===== src/card_defs.svh =====
// Card geometry, glyph cell placement and colour constants for the card overlay

`ifndef CARD_DEFS_SVH
`define CARD_DEFS_SVH

// --------------------------------------------------
// Card rectangle
// --------------------------------------------------
// Left and top edge in screen pixels
`define CARD_XPOS   20
`define CARD_YPOS   30

// Span from the left or top edge to the opposite edge
`define CARD_WIDTH  56
`define CARD_HEIGHT 80

// --------------------------------------------------
// Rank glyph cell inside the card
// --------------------------------------------------
`define GLYPH_XOFF  5
`define GLYPH_YOFF  5
`define GLYPH_W     8
`define GLYPH_H     9

// --------------------------------------------------
// Colours with 4 bits each of red, green and blue
// --------------------------------------------------
`define COLOR_WHITE 12'hFFF
`define COLOR_BLACK 12'h000
`define COLOR_RED   12'hF00

`endif


===== src/card_pkg.sv =====
// Shared pixel coordinate, colour, rank and suit types for the card overlay
`default_nettype none

package card_pkg;

    // Pixel counter as produced by the VGA timing generator
    typedef logic [10:0] coord_t;

    // 12-bit colour with red in the top nibble
    typedef struct packed {
        logic [3:0] r;
        logic [3:0] g;
        logic [3:0] b;
    } rgb_t;

    // Ranks that have a glyph, plus the hidden card
    typedef enum logic [3:0] {
        RANK_NONE = 4'd0,
        RANK_ACE  = 4'd1,
        RANK_2    = 4'd2,
        RANK_3    = 4'd3,
        RANK_4    = 4'd4,
        RANK_5    = 4'd5,
        RANK_6    = 4'd6,
        RANK_7    = 4'd7,
        RANK_8    = 4'd8,
        RANK_9    = 4'd9
    } rank_t;

    // Spades and clubs draw black, hearts and diamonds red
    typedef enum logic [1:0] {
        SUIT_SPADES   = 2'd0,
        SUIT_CLUBS    = 2'd1,
        SUIT_HEARTS   = 2'd2,
        SUIT_DIAMONDS = 2'd3
    } suit_t;

endpackage

`default_nettype wire


===== src/vga_if.sv =====
// VGA pixel stream bundle carrying timing counters, sync, blanking and colour
`timescale 1ns/1ns
`default_nettype none

interface vga_if
    import card_pkg::*;
();

    coord_t hcount;
    coord_t vcount;
    logic   hsync;
    logic   vsync;
    logic   hblnk;
    logic   vblnk;
    rgb_t   rgb;

    // Producer side of the stream
    modport src (output hcount, vcount, hsync, vsync, hblnk, vblnk, rgb);

    // Consumer side of the stream
    modport snk (input hcount, vcount, hsync, vsync, hblnk, vblnk, rgb);

endinterface

`default_nettype wire

===== src/card_overlay.sv =====
// Card overlay top joining the plain VGA ports to the card registers and painter
`timescale 1ns/1ns
`default_nettype none

module card_overlay
    import card_pkg::*;
(
    input  logic   clk,
    input  logic   rst,
    // Card register write port
    input  logic   card_wr,
    input  rank_t  card_rank_in,
    input  suit_t  card_suit_in,
    // Incoming pixel stream
    input  coord_t hcount_in,
    input  coord_t vcount_in,
    input  logic   hsync_in,
    input  logic   vsync_in,
    input  logic   hblnk_in,
    input  logic   vblnk_in,
    input  rgb_t   rgb_in,
    // Outgoing pixel stream, one cycle later
    output coord_t hcount_out,
    output coord_t vcount_out,
    output logic   hsync_out,
    output logic   vsync_out,
    output logic   hblnk_out,
    output logic   vblnk_out,
    output rgb_t   rgb_out
);

    rank_t card_rank;
    suit_t card_suit;

    vga_if vga_in ();
    vga_if vga_out ();

    // --------------------------------------------------
    // Stream in
    // --------------------------------------------------
    assign vga_in.hcount = hcount_in;
    assign vga_in.vcount = vcount_in;
    assign vga_in.hsync  = hsync_in;
    assign vga_in.vsync  = vsync_in;
    assign vga_in.hblnk  = hblnk_in;
    assign vga_in.vblnk  = vblnk_in;
    assign vga_in.rgb    = rgb_in;

    card_regs u_card_regs (
        .clk          (clk),
        .rst          (rst),
        .card_wr      (card_wr),
        .card_rank_in (card_rank_in),
        .card_suit_in (card_suit_in),
        .rank         (card_rank),
        .suit         (card_suit)
    );

    card_painter u_card_painter (
        .clk     (clk),
        .rst     (rst),
        .vga_in  (vga_in.snk),
        .vga_out (vga_out.src),
        .rank    (card_rank),
        .suit    (card_suit)
    );

    // --------------------------------------------------
    // Stream out
    // --------------------------------------------------
    assign hcount_out = vga_out.hcount;
    assign vcount_out = vga_out.vcount;
    assign hsync_out  = vga_out.hsync;
    assign vsync_out  = vga_out.vsync;
    assign hblnk_out  = vga_out.hblnk;
    assign vblnk_out  = vga_out.vblnk;
    assign rgb_out    = vga_out.rgb;

endmodule

`default_nettype wire


===== src/card_painter.sv =====
// Card painter drawing border, body and rank glyph over the pixel stream
`timescale 1ns/1ns
`default_nettype none

`include "card_defs.svh"

module card_painter
    import card_pkg::*;
(
    input  logic  clk,
    input  logic  rst,
    vga_if.snk    vga_in,
    vga_if.src    vga_out,
    input  rank_t rank,
    input  suit_t suit
);

    coord_t     rel_x;
    coord_t     rel_y;
    logic       in_card;
    logic       on_border;
    logic       in_glyph;
    logic [3:0] glyph_row;
    logic [2:0] glyph_col;
    logic       glyph_bit;
    rgb_t       suit_color;
    rgb_t       rgb_nxt;

    // --------------------------------------------------
    // Card geometry
    // --------------------------------------------------
    assign rel_x = vga_in.hcount - coord_t'(`CARD_XPOS);
    assign rel_y = vga_in.vcount - coord_t'(`CARD_YPOS);

    // Pixels left of or above the card wrap to large offsets
    assign in_card = (rel_x <= coord_t'(`CARD_WIDTH)) &&
                     (rel_y <= coord_t'(`CARD_HEIGHT));

    // Both edges are part of the card
    assign on_border = (rel_x == '0) || (rel_x == coord_t'(`CARD_WIDTH)) ||
                       (rel_y == '0) || (rel_y == coord_t'(`CARD_HEIGHT));

    assign in_glyph = (rel_x >= coord_t'(`GLYPH_XOFF)) &&
                      (rel_x <  coord_t'(`GLYPH_XOFF + `GLYPH_W)) &&
                      (rel_y >= coord_t'(`GLYPH_YOFF)) &&
                      (rel_y <  coord_t'(`GLYPH_YOFF + `GLYPH_H));

    // Position inside the glyph cell
    assign glyph_col = 3'(rel_x - coord_t'(`GLYPH_XOFF));
    assign glyph_row = 4'(rel_y - coord_t'(`GLYPH_YOFF));

    glyph_rom u_glyph_rom (
        .rank  (rank),
        .row   (glyph_row),
        .col   (glyph_col),
        .pixel (glyph_bit)
    );

    // Glyph colour by suit
    always_comb begin
        case (suit)
            SUIT_SPADES:   suit_color = `COLOR_BLACK;
            SUIT_CLUBS:    suit_color = `COLOR_BLACK;
            SUIT_HEARTS:   suit_color = `COLOR_RED;
            SUIT_DIAMONDS: suit_color = `COLOR_RED;
            default:       suit_color = `COLOR_BLACK;
        endcase
    end

    // --------------------------------------------------
    // Pixel colour select
    // --------------------------------------------------
    always_comb begin
        if (rank == RANK_NONE || !in_card) begin
            rgb_nxt = vga_in.rgb;
        end else if (on_border) begin
            rgb_nxt = `COLOR_BLACK;
        end else if (in_glyph && glyph_bit) begin
            rgb_nxt = suit_color;
        end else begin
            rgb_nxt = `COLOR_WHITE;
        end
    end

    // Output stage keeps timing and colour aligned
    always_ff @(posedge clk) begin
        if (rst) begin
            vga_out.hcount <= '0;
            vga_out.vcount <= '0;
            vga_out.hsync  <= 1'b0;
            vga_out.vsync  <= 1'b0;
            vga_out.hblnk  <= 1'b0;
            vga_out.vblnk  <= 1'b0;
            vga_out.rgb    <= '0;
        end else begin
            vga_out.hcount <= vga_in.hcount;
            vga_out.vcount <= vga_in.vcount;
            vga_out.hsync  <= vga_in.hsync;
            vga_out.vsync  <= vga_in.vsync;
            vga_out.hblnk  <= vga_in.hblnk;
            vga_out.vblnk  <= vga_in.vblnk;
            vga_out.rgb    <= rgb_nxt;
        end
    end

endmodule

`default_nettype wire


===== src/card_regs.sv =====
// Card register block holding the shown rank and suit, loaded by a write strobe
`timescale 1ns/1ns
`default_nettype none

module card_regs
    import card_pkg::*;
(
    input  logic  clk,
    input  logic  rst,
    input  logic  card_wr,
    input  rank_t card_rank_in,
    input  suit_t card_suit_in,
    output rank_t rank,
    output suit_t suit
);

    rank_t rank_clean;

    // Ranks without a glyph are stored as a hidden card
    always_comb begin
        if (card_rank_in > RANK_9) begin
            rank_clean = RANK_NONE;
        end else begin
            rank_clean = card_rank_in;
        end
    end

    // --------------------------------------------------
    // Card registers
    // --------------------------------------------------
    always_ff @(posedge clk) begin
        if (rst) begin
            rank <= RANK_NONE;
            suit <= SUIT_SPADES;
        end else if (card_wr) begin
            rank <= rank_clean;
            suit <= card_suit_in;
        end
    end

endmodule

`default_nettype wire


===== src/glyph_rom.sv =====
// Rank glyph table returning one bitmap pixel for a row and column of the cell
`timescale 1ns/1ns
`default_nettype none

`include "card_defs.svh"

module glyph_rom
    import card_pkg::*;
(
    input  rank_t      rank,
    input  logic [3:0] row,
    input  logic [2:0] col,
    output logic       pixel
);

    logic [71:0] bitmap;
    logic [6:0]  bit_idx;

    // --------------------------------------------------
    // Bitmaps with one byte per row and top row first
    // --------------------------------------------------
    // Leftmost column is the MSB of each row byte
    always_comb begin
        case (rank)
            RANK_ACE: bitmap = 72'hFE_82_82_82_FE_82_82_82_82;
            RANK_2:   bitmap = 72'hF8_08_08_08_F8_80_80_80_F8;
            RANK_3:   bitmap = 72'hFC_04_04_04_FC_04_04_04_FC;
            RANK_4:   bitmap = 72'h40_40_40_40_7E_04_04_04_04;
            RANK_5:   bitmap = 72'hFC_80_80_80_FC_04_04_04_FC;
            RANK_6:   bitmap = 72'hFC_80_80_80_FC_84_84_84_FC;
            // Two-pixel diagonal stroke under the top bar
            RANK_7:   bitmap = 72'hFF_03_06_0C_18_30_60_C0_00;
            RANK_8:   bitmap = 72'hFE_82_82_82_FE_82_82_82_FE;
            RANK_9:   bitmap = 72'hFE_82_82_82_FE_02_02_02_FE;
            default:  bitmap = '0;
        endcase
    end

    // Row times eight plus column
    assign bit_idx = {row, col};

    // Rows below the cell read as background
    always_comb begin
        if (row < `GLYPH_H) begin
            pixel = bitmap[7'd71 - bit_idx];
        end else begin
            pixel = 1'b0;
        end
    end

endmodule

`default_nettype wire


===== config.mk =====
export PLATFORM = sky130hd
export DESIGN_NAME = card_overlay
export DESIGN_NICKNAME = d
export VERILOG_FILES = /design/src/card_pkg.sv /design/src/vga_if.sv /design/src/card_overlay.sv /design/src/card_painter.sv /design/src/card_regs.sv /design/src/glyph_rom.sv
export VERILOG_INCLUDE_DIRS = /design/src
export SDC_FILE = /design/constraint.sdc
export NUM_CORES = 1
export LEC_CHECK = 0
export BUFFER_PORTS_ARGS = -buffer_cell sky130_fd_sc_hd__buf_2
export CAP_MARGIN = 5
export CORE_ASPECT_RATIO = 1.25
export CORE_MARGIN = 2
export CORE_UTILIZATION = 57
export DETAILED_ROUTE_END_ITERATION = 12
export GPL_TIMING_DRIVEN = 0
export MAX_ROUTING_LAYER = met4
export PLACE_DENSITY = 0.94
export RECOVER_POWER = 25
export SKIP_LAST_GASP = 1
export SYNTH_ARGS = -nofsm -noshare
export SYNTH_HDL_FRONTEND = slang
export SYNTH_SLANG_ARGS = --single-unit

===== constraint.sdc =====
create_clock -name clk -period 7.3 [get_ports clk]
set_input_delay 0.73 -clock clk [delete_from_list [all_inputs] [get_ports clk]]
set_output_delay 0.73 -clock clk [all_outputs]
set_load 0.005 [all_outputs]

# ---- After elaboration in Yosys (flattened, before gate mapping)
# Memory sizes are Yosys's and may differ from the RTL's. A register that Yosys moved wholly into a read port is not among the register bits.
# Index checks and enable logic that the tools add are counted.
dict set report classes {
  add_sub_neg 5
  n_lt_le_gt_ge 9
  n_eq_ne 5
  mux 10
  n_reduce_logical 16
}
# operator count
set ops {}
lappend ops {{12-bit two-way mux} 3}
lappend ops {{12-bit one-hot mux with 2 select lines} 1}
lappend ops {{11-bit by 3-bit >= comparator with 1-bit output (second input constant)} 2}
lappend ops {{11-bit logical NOT} 2}
lappend ops {{11-bit by 4-bit less-than comparator with 1-bit output (second input constant)} 2}
lappend ops {{11-bit by 5-bit subtractor with 11-bit output (second input constant)} 2}
lappend ops {{4-bit two-way mux} 3}
lappend ops {{11-bit by 6-bit equality test with 1-bit output (second input constant)} 1}
lappend ops {{11-bit by 7-bit equality test with 1-bit output (second input constant)} 1}
lappend ops {{11-bit by 6-bit <= comparator with 1-bit output (second input constant)} 1}
lappend ops {{11-bit by 7-bit <= comparator with 1-bit output (second input constant)} 1}
lappend ops {{7-bit by 8-bit less-than comparator with 1-bit output (second input constant)} 1}
lappend ops {{1-bit binary-select mux with 7-bit select} 1}
lappend ops {{7-bit subtractor (first input constant)} 1}
lappend ops {{1-bit logical AND} 5}
lappend ops {{2-bit equality test (second input constant)} 2}
lappend ops {{4-bit greater-than comparator (second input constant)} 1}
lappend ops {{4-bit logical NOT} 1}
lappend ops {{1-bit logical OR} 4}
lappend ops {{4-bit less-than comparator (second input constant)} 1}
lappend ops {{2-bit OR reduction} 2}
lappend ops {{4-bit by 3-bit subtractor with 4-bit output (second input constant)} 1}
lappend ops {{3-bit subtractor (second input constant)} 1}
lappend ops {{2-bit by 1-bit equality test with 1-bit output (second input constant)} 1}
lappend ops {{other kinds (3)} 4}
dict set report word_totals {
  register_bits 44
  romBits 832
  out_inout_bits 38
  memories 1
}
# memory words word_bits rd rd_clocked_by_memory_dff wr line
set memory_table {}
lappend memory_table {{(name not given)} 16 52 1 1 0 glyph_rom.sv:24} ;# case (rank)

# ---- Longest topological paths before layout
dict set report depth {
  depth_word 10
  mapped_depth 12
  mapped_depth_nobuf 9
}

# ---- Hierarchy
# Synthesis repeated with hierarchy kept, for this count alone.
dict set report unflattened {
  hier_cells 369
  area_unflattened_um2 3090.5
}
# module n_inst cells_per_inst area_each_um2 seq_area_each_um2
set modules_own_cells {}
lappend modules_own_cells {card_painter 1 222 2004.4 760.7}
lappend modules_own_cells {glyph_rom 1 124 837.1 0.0}
lappend modules_own_cells {card_regs 1 23 249.0 120.1}

# ---- Worst setup path before layout
# OpenSTA, ideal clock, no wires.
dict set report synth_path {
  path_type {input to register}
  from {input hcount_in[0]}
  to {register, netlist name u_card_painter.vga_out.rgb[10]}
  setup_ns 0.130
  arrival_ns 2.869
  required_ns 7.170
  path_slack_ns 4.300
  path_stages 11
  path_buffers 2
  cell_sequence {buf_2 > inv_2 > ha_1 > buf_2 > or3b_1 > mux2i_1 > a211oi_1 > o2bb2ai_2 > nor4b_4 > a41o_1 > a21oi_1}
}
dict set report synth_between {
  elab_chain_len 10
}
# item line
set synth_rtl {}
lappend synth_rtl {{start, declared} card_overlay.sv:15} ;# input coord_t hcount_in,
lappend synth_rtl {{11-bit by 5-bit subtractor with 11-bit output *} card_painter.sv:32} ;# assign rel_x = vga_in.hcount - coord_t'(`CARD_XPOS);
lappend synth_rtl {{3-bit subtractor} card_painter.sv:49} ;# assign glyph_col = 3'(rel_x - coord_t'(`GLYPH_XOFF));
lappend synth_rtl {{7-bit subtractor} glyph_rom.sv:45} ;# pixel = bitmap[7'd71 - bit_idx];
lappend synth_rtl {{1-bit binary-select mux with 7-bit select} glyph_rom.sv:45}
lappend synth_rtl {{1-bit two-way mux (not written as such)} glyph_rom.sv:45}
lappend synth_rtl {{1-bit two-way mux} glyph_rom.sv:44} ;# if (row < `GLYPH_H) begin
lappend synth_rtl {{1-bit logical AND} card_painter.sv:78} ;# end else if (in_glyph && glyph_bit) begin
lappend synth_rtl {{12-bit two-way mux} card_painter.sv:78}
lappend synth_rtl {{12-bit two-way mux} card_painter.sv:76} ;# end else if (on_border) begin
lappend synth_rtl {{12-bit two-way mux *} card_painter.sv:74} ;# if (rank == RANK_NONE || !in_card) begin
# Every way passes the cells marked *; elsewhere a longest branch is shown, timed or not. The select of a mux whose other input is x is not followed.
# A chain may end at the register's enable or synchronous reset.

# ---- Worst setup path after layout
dict set report layout_path {
  from {input hcount_in[0]}
  to {register, netlist name u_card_painter.vga_out.rgb[0]}
}
dict set report layout_between {
  elab_chain_len 10
}
# item line
set layout_rtl {}
lappend layout_rtl {{11-bit by 5-bit subtractor with 11-bit output *} card_painter.sv:32}
lappend layout_rtl {{3-bit subtractor} card_painter.sv:49}
lappend layout_rtl {{7-bit subtractor} glyph_rom.sv:45}
lappend layout_rtl {{1-bit binary-select mux with 7-bit select} glyph_rom.sv:45}
lappend layout_rtl {{1-bit two-way mux (not written as such)} glyph_rom.sv:45}
lappend layout_rtl {{1-bit two-way mux} glyph_rom.sv:44}
lappend layout_rtl {{1-bit logical AND} card_painter.sv:78}
lappend layout_rtl {{12-bit two-way mux} card_painter.sv:78}
lappend layout_rtl {{12-bit two-way mux} card_painter.sv:76}
lappend layout_rtl {{12-bit two-way mux *} card_painter.sv:74}
# Marks and branches as above.

==> metrics.csv <==
metric,value,unit
port bufs,80,
Synth Cell Area,0.00336,mm2
CTS Hold Bufs,0,
"Seq/Total Area, Yosys",0.381,
Die Ht,89.9,um
Pwr Total,0.874,mW
met2 wire length,4430,um
post-CTS setup buffers,0,
largest net degree at the start of global routing,13,
FMAX,297,MHz
crit-path max cell delay,500,ps
final WL,8260,um
post-synthesis register bit count,64,
CP Max Fanout,10,
Yosys warnings,0,
Die W,72.7,um
first-pass GRT wire length,13000,um
CTS buffer count,9,
Hold Fails Final Rpt,0,
combinational power share,0.177,
drc violations,0,
P_sw,0.235,mW
Antenna Cells,0,
Placed Instances,510,
"Cell Chain, Critical Path","buf_2, buf_2, inv_2, ha_1, buf_2, mux2i_1, a22o_1, a21oi_1, a221oi_1, o41ai_2, a311oi_4, a21o_1",
M1 wire length,3010,um
hpwl dp,6380,um
RSZ-0062 raised after global routing,false,
Reg power frac,0.430,
Post-Syn Instances,364,
status,completed,
first drt pass iteration count,4,
Vias,3012,
ys async rst share,0,
Hold Slack,515,ps
initial core utilization,0.585,
Peak VDD IR,201,uV
share of cells above drive strength 1,0.287,
critical path class,in2reg,
Final Max Slew Viols,0,
Final period util,0.462,
Critical-path top delay cell,a311oi_4,
XOR/XNOR Fraction of Synth Area,0.0398,
DRT iter0 DRCs,139,
most used flip-flop cell after synthesis,dfxtp_1,
clock slew at reported path FFs,70,ps
Area Growth Syn to Fin,20.9,%
share of the synthesized area in the top cell type,0.381,
initial antenna violation count,0,
worst hold-check path type,reg2reg,
# IOs,85,
crit path time final,3370,ps
Slew headroom,0.554,
largest family of logic cells by synthesized area,simple AND/OR/NAND/NOR gates,
library cells used by synthesis,73,
reg2reg setup slack,5070,ps
Core Area,0.00574,mm2
vias in the first global route,2957,
Via density,5.73,
clock buffer depth,2,
Compound-Gate Fraction of Synth Area,0.206,
CP Launch Type,primary input,
Synth Area in Adders,0.0707,
Post-Route Skew,4.82,ps
multiplexer area fraction after synthesis,0.0383,
number of flops mapped to enable cells by yosys,0,
worst slew pin tran,670,ps
Switching Fraction,0.269,
# setup viols final,0,
"Data arrival, critical path",3670,ps
syn nets,430,
Total Routing Usage GR,0.263,
cell-internal power,0.639,mW
Fin Setup TNS,0,ps
dominant cells by area after synthesis,"dfxtp_1, ha_1, a21oi_1",
number of max-cap violations,0,
Post-synth top cells,"dfxtp_1, a21oi_1, nand2_1",
die area,0.00653,mm2
P_leak,1.97,nW
final core area utilization,0.708,
critical path's most frequent cell,buf_2,
Placement Setup Slack,3590,ps
Layout Nets,521,
Non-Filler Instances,526,
Pwr per Cell Area,215,mW/mm2
Top Layer Used,met4,
total congestion overflow,0,
antenna-violating nets left,0,
Clk pwr share,0.393,
most frequent cell after synthesis,dfxtp_1,
Root Buffer,clkbuf_8,
Sink Count,64,
row cnt,31,
required time of the critical path,7600,ps
simple-gate share of the synthesized area,0.212,
final worst slack,3930,ps
"Clk Latency, worst-skew pair",350,ps
Crit. End Element,flip-flop,
cell taking the most area after synthesis,dfxtp_1,
routed wire length per instance,15.7,um
H-tree depth,3,
area post-placement,0.00384,mm2
Met3 Wirelength,437,um
CP bufs+invs,4,
Placer Congestion,0.918,
design area,0.00406,mm2
"Largest delay share family, worst path",compound AO/OA/AOI/OAI gates,
syn_area_per_cell,9.23,um2
TritonCTS clock tree,yes,
Resize count post-CTS,0,
routing by layer:
layer / GRT usage / vias to the layer above
li1: - / 1459
met1: 0.244 / 1416
met2: 0.467 / 106
met3: 0.0572 / 31
met4: 0.170 / 0
met5: - / -
sequential cells by signal, summed over array words and instances (netlist names), 4 cells and up:
signal and cells:
u_card_regs.rank 4, u_card_painter.u_glyph_rom.bitmap 21, u_card_painter.vga_out.vcount 11, u_card_painter.vga_out.rgb 12, u_card_painter.vga_out.hcount 11
worst paths after layout:
| path | from | to | cells after the start |
|---|---|---|---|
| setup / recovery | hcount_in[0] | u_card_painter.vga_out.rgb[0] | 12 |
| setup reg to reg | u_card_painter.u_glyph_rom.bitmap[59] | u_card_painter.vga_out.rgb[0] | 7 |
| hold reg to reg | u_card_regs.rank[0] | u_card_regs.rank[0] | 2 |
| hold / removal | u_card_regs.rank[0] | u_card_regs.rank[0] | 2 |
area by class of cell:
class | instances | area, um2
clock inverter | 6 | 91.3
tap | 66 | 82.6
timing repair buffer | 80 | 399
fill | 425 | 1680
clock buffer | 10 | 138
sequential | 64 | 1280
inverter | 19 | 71.3
multi-input combinational | 263 | 1900
buffer | 18 | 97.6
logic make-up after synthesis:
logic type,Yosys count
and+or+nand+nor,126
AOI/OAI and AO/OA,95
DFF,64
buffers and inverters,37
adders and majority gates,19
muxes,12
xor gates and xnor gates,11
power by group through the flow:
stage / logic, mW / clock network, mW / registers (mW)
6_report: 0.155 / 0.343 / 0.376
2_1_floorplan: 0.0999 / 0 / 0.384
5_1_grt: 0.168 / 0.361 / 0.377
4_1_cts: 0.154 / 0.346 / 0.376
3_5_place_dp: 0.152 / 0 / 0.383
3_3_place_gp: 0.147 / 0 / 0.383
worst reg2reg max path, stage by stage, from the launching register on:
cell and delay, ps:
dfxtp_1 310, mux2i_1 300, a22o_1 210, a21oi_1 60, a221oi_1 450, o41ai_2 200
a311oi_4 500, a21o_1 140
cell usage in the layout, fill, tap and decap left out, drive strengths merged, types with 2 or more instances in the layout:
| master | count |
|---|---|
| a221oi | 2 |
| nand4b | 2 |
| xor2 | 5 |
| clkbuf | 19 |
| nor2 | 21 |
| or3b | 2 |
| a22o | 2 |
| o41ai | 2 |
| a21oi | 33 |
| dfxtp | 64 |
| nand3b | 3 |
| a211oi | 4 |
| nand2b | 4 |
| nand3 | 9 |
| and2 | 3 |
| a31oi | 2 |
| clkinv | 3 |
| xnor2 | 6 |
| or2 | 4 |
| mux2i | 8 |
| inv | 20 |
| bufinv | 2 |
| nand4 | 4 |
| ha | 19 |
| or3 | 3 |
| o21ai | 20 |
| o2bb2ai | 3 |
| o211ai | 2 |
| nand2 | 29 |
| nor3 | 5 |
| a21o | 8 |
| a311oi | 3 |
| mux2 | 4 |
| o31ai | 3 |
| and3 | 3 |
| nor4b | 3 |
| a21boi | 2 |
| nor2b | 24 |
| buf | 89 |
(Power assumes the default switching activity.)
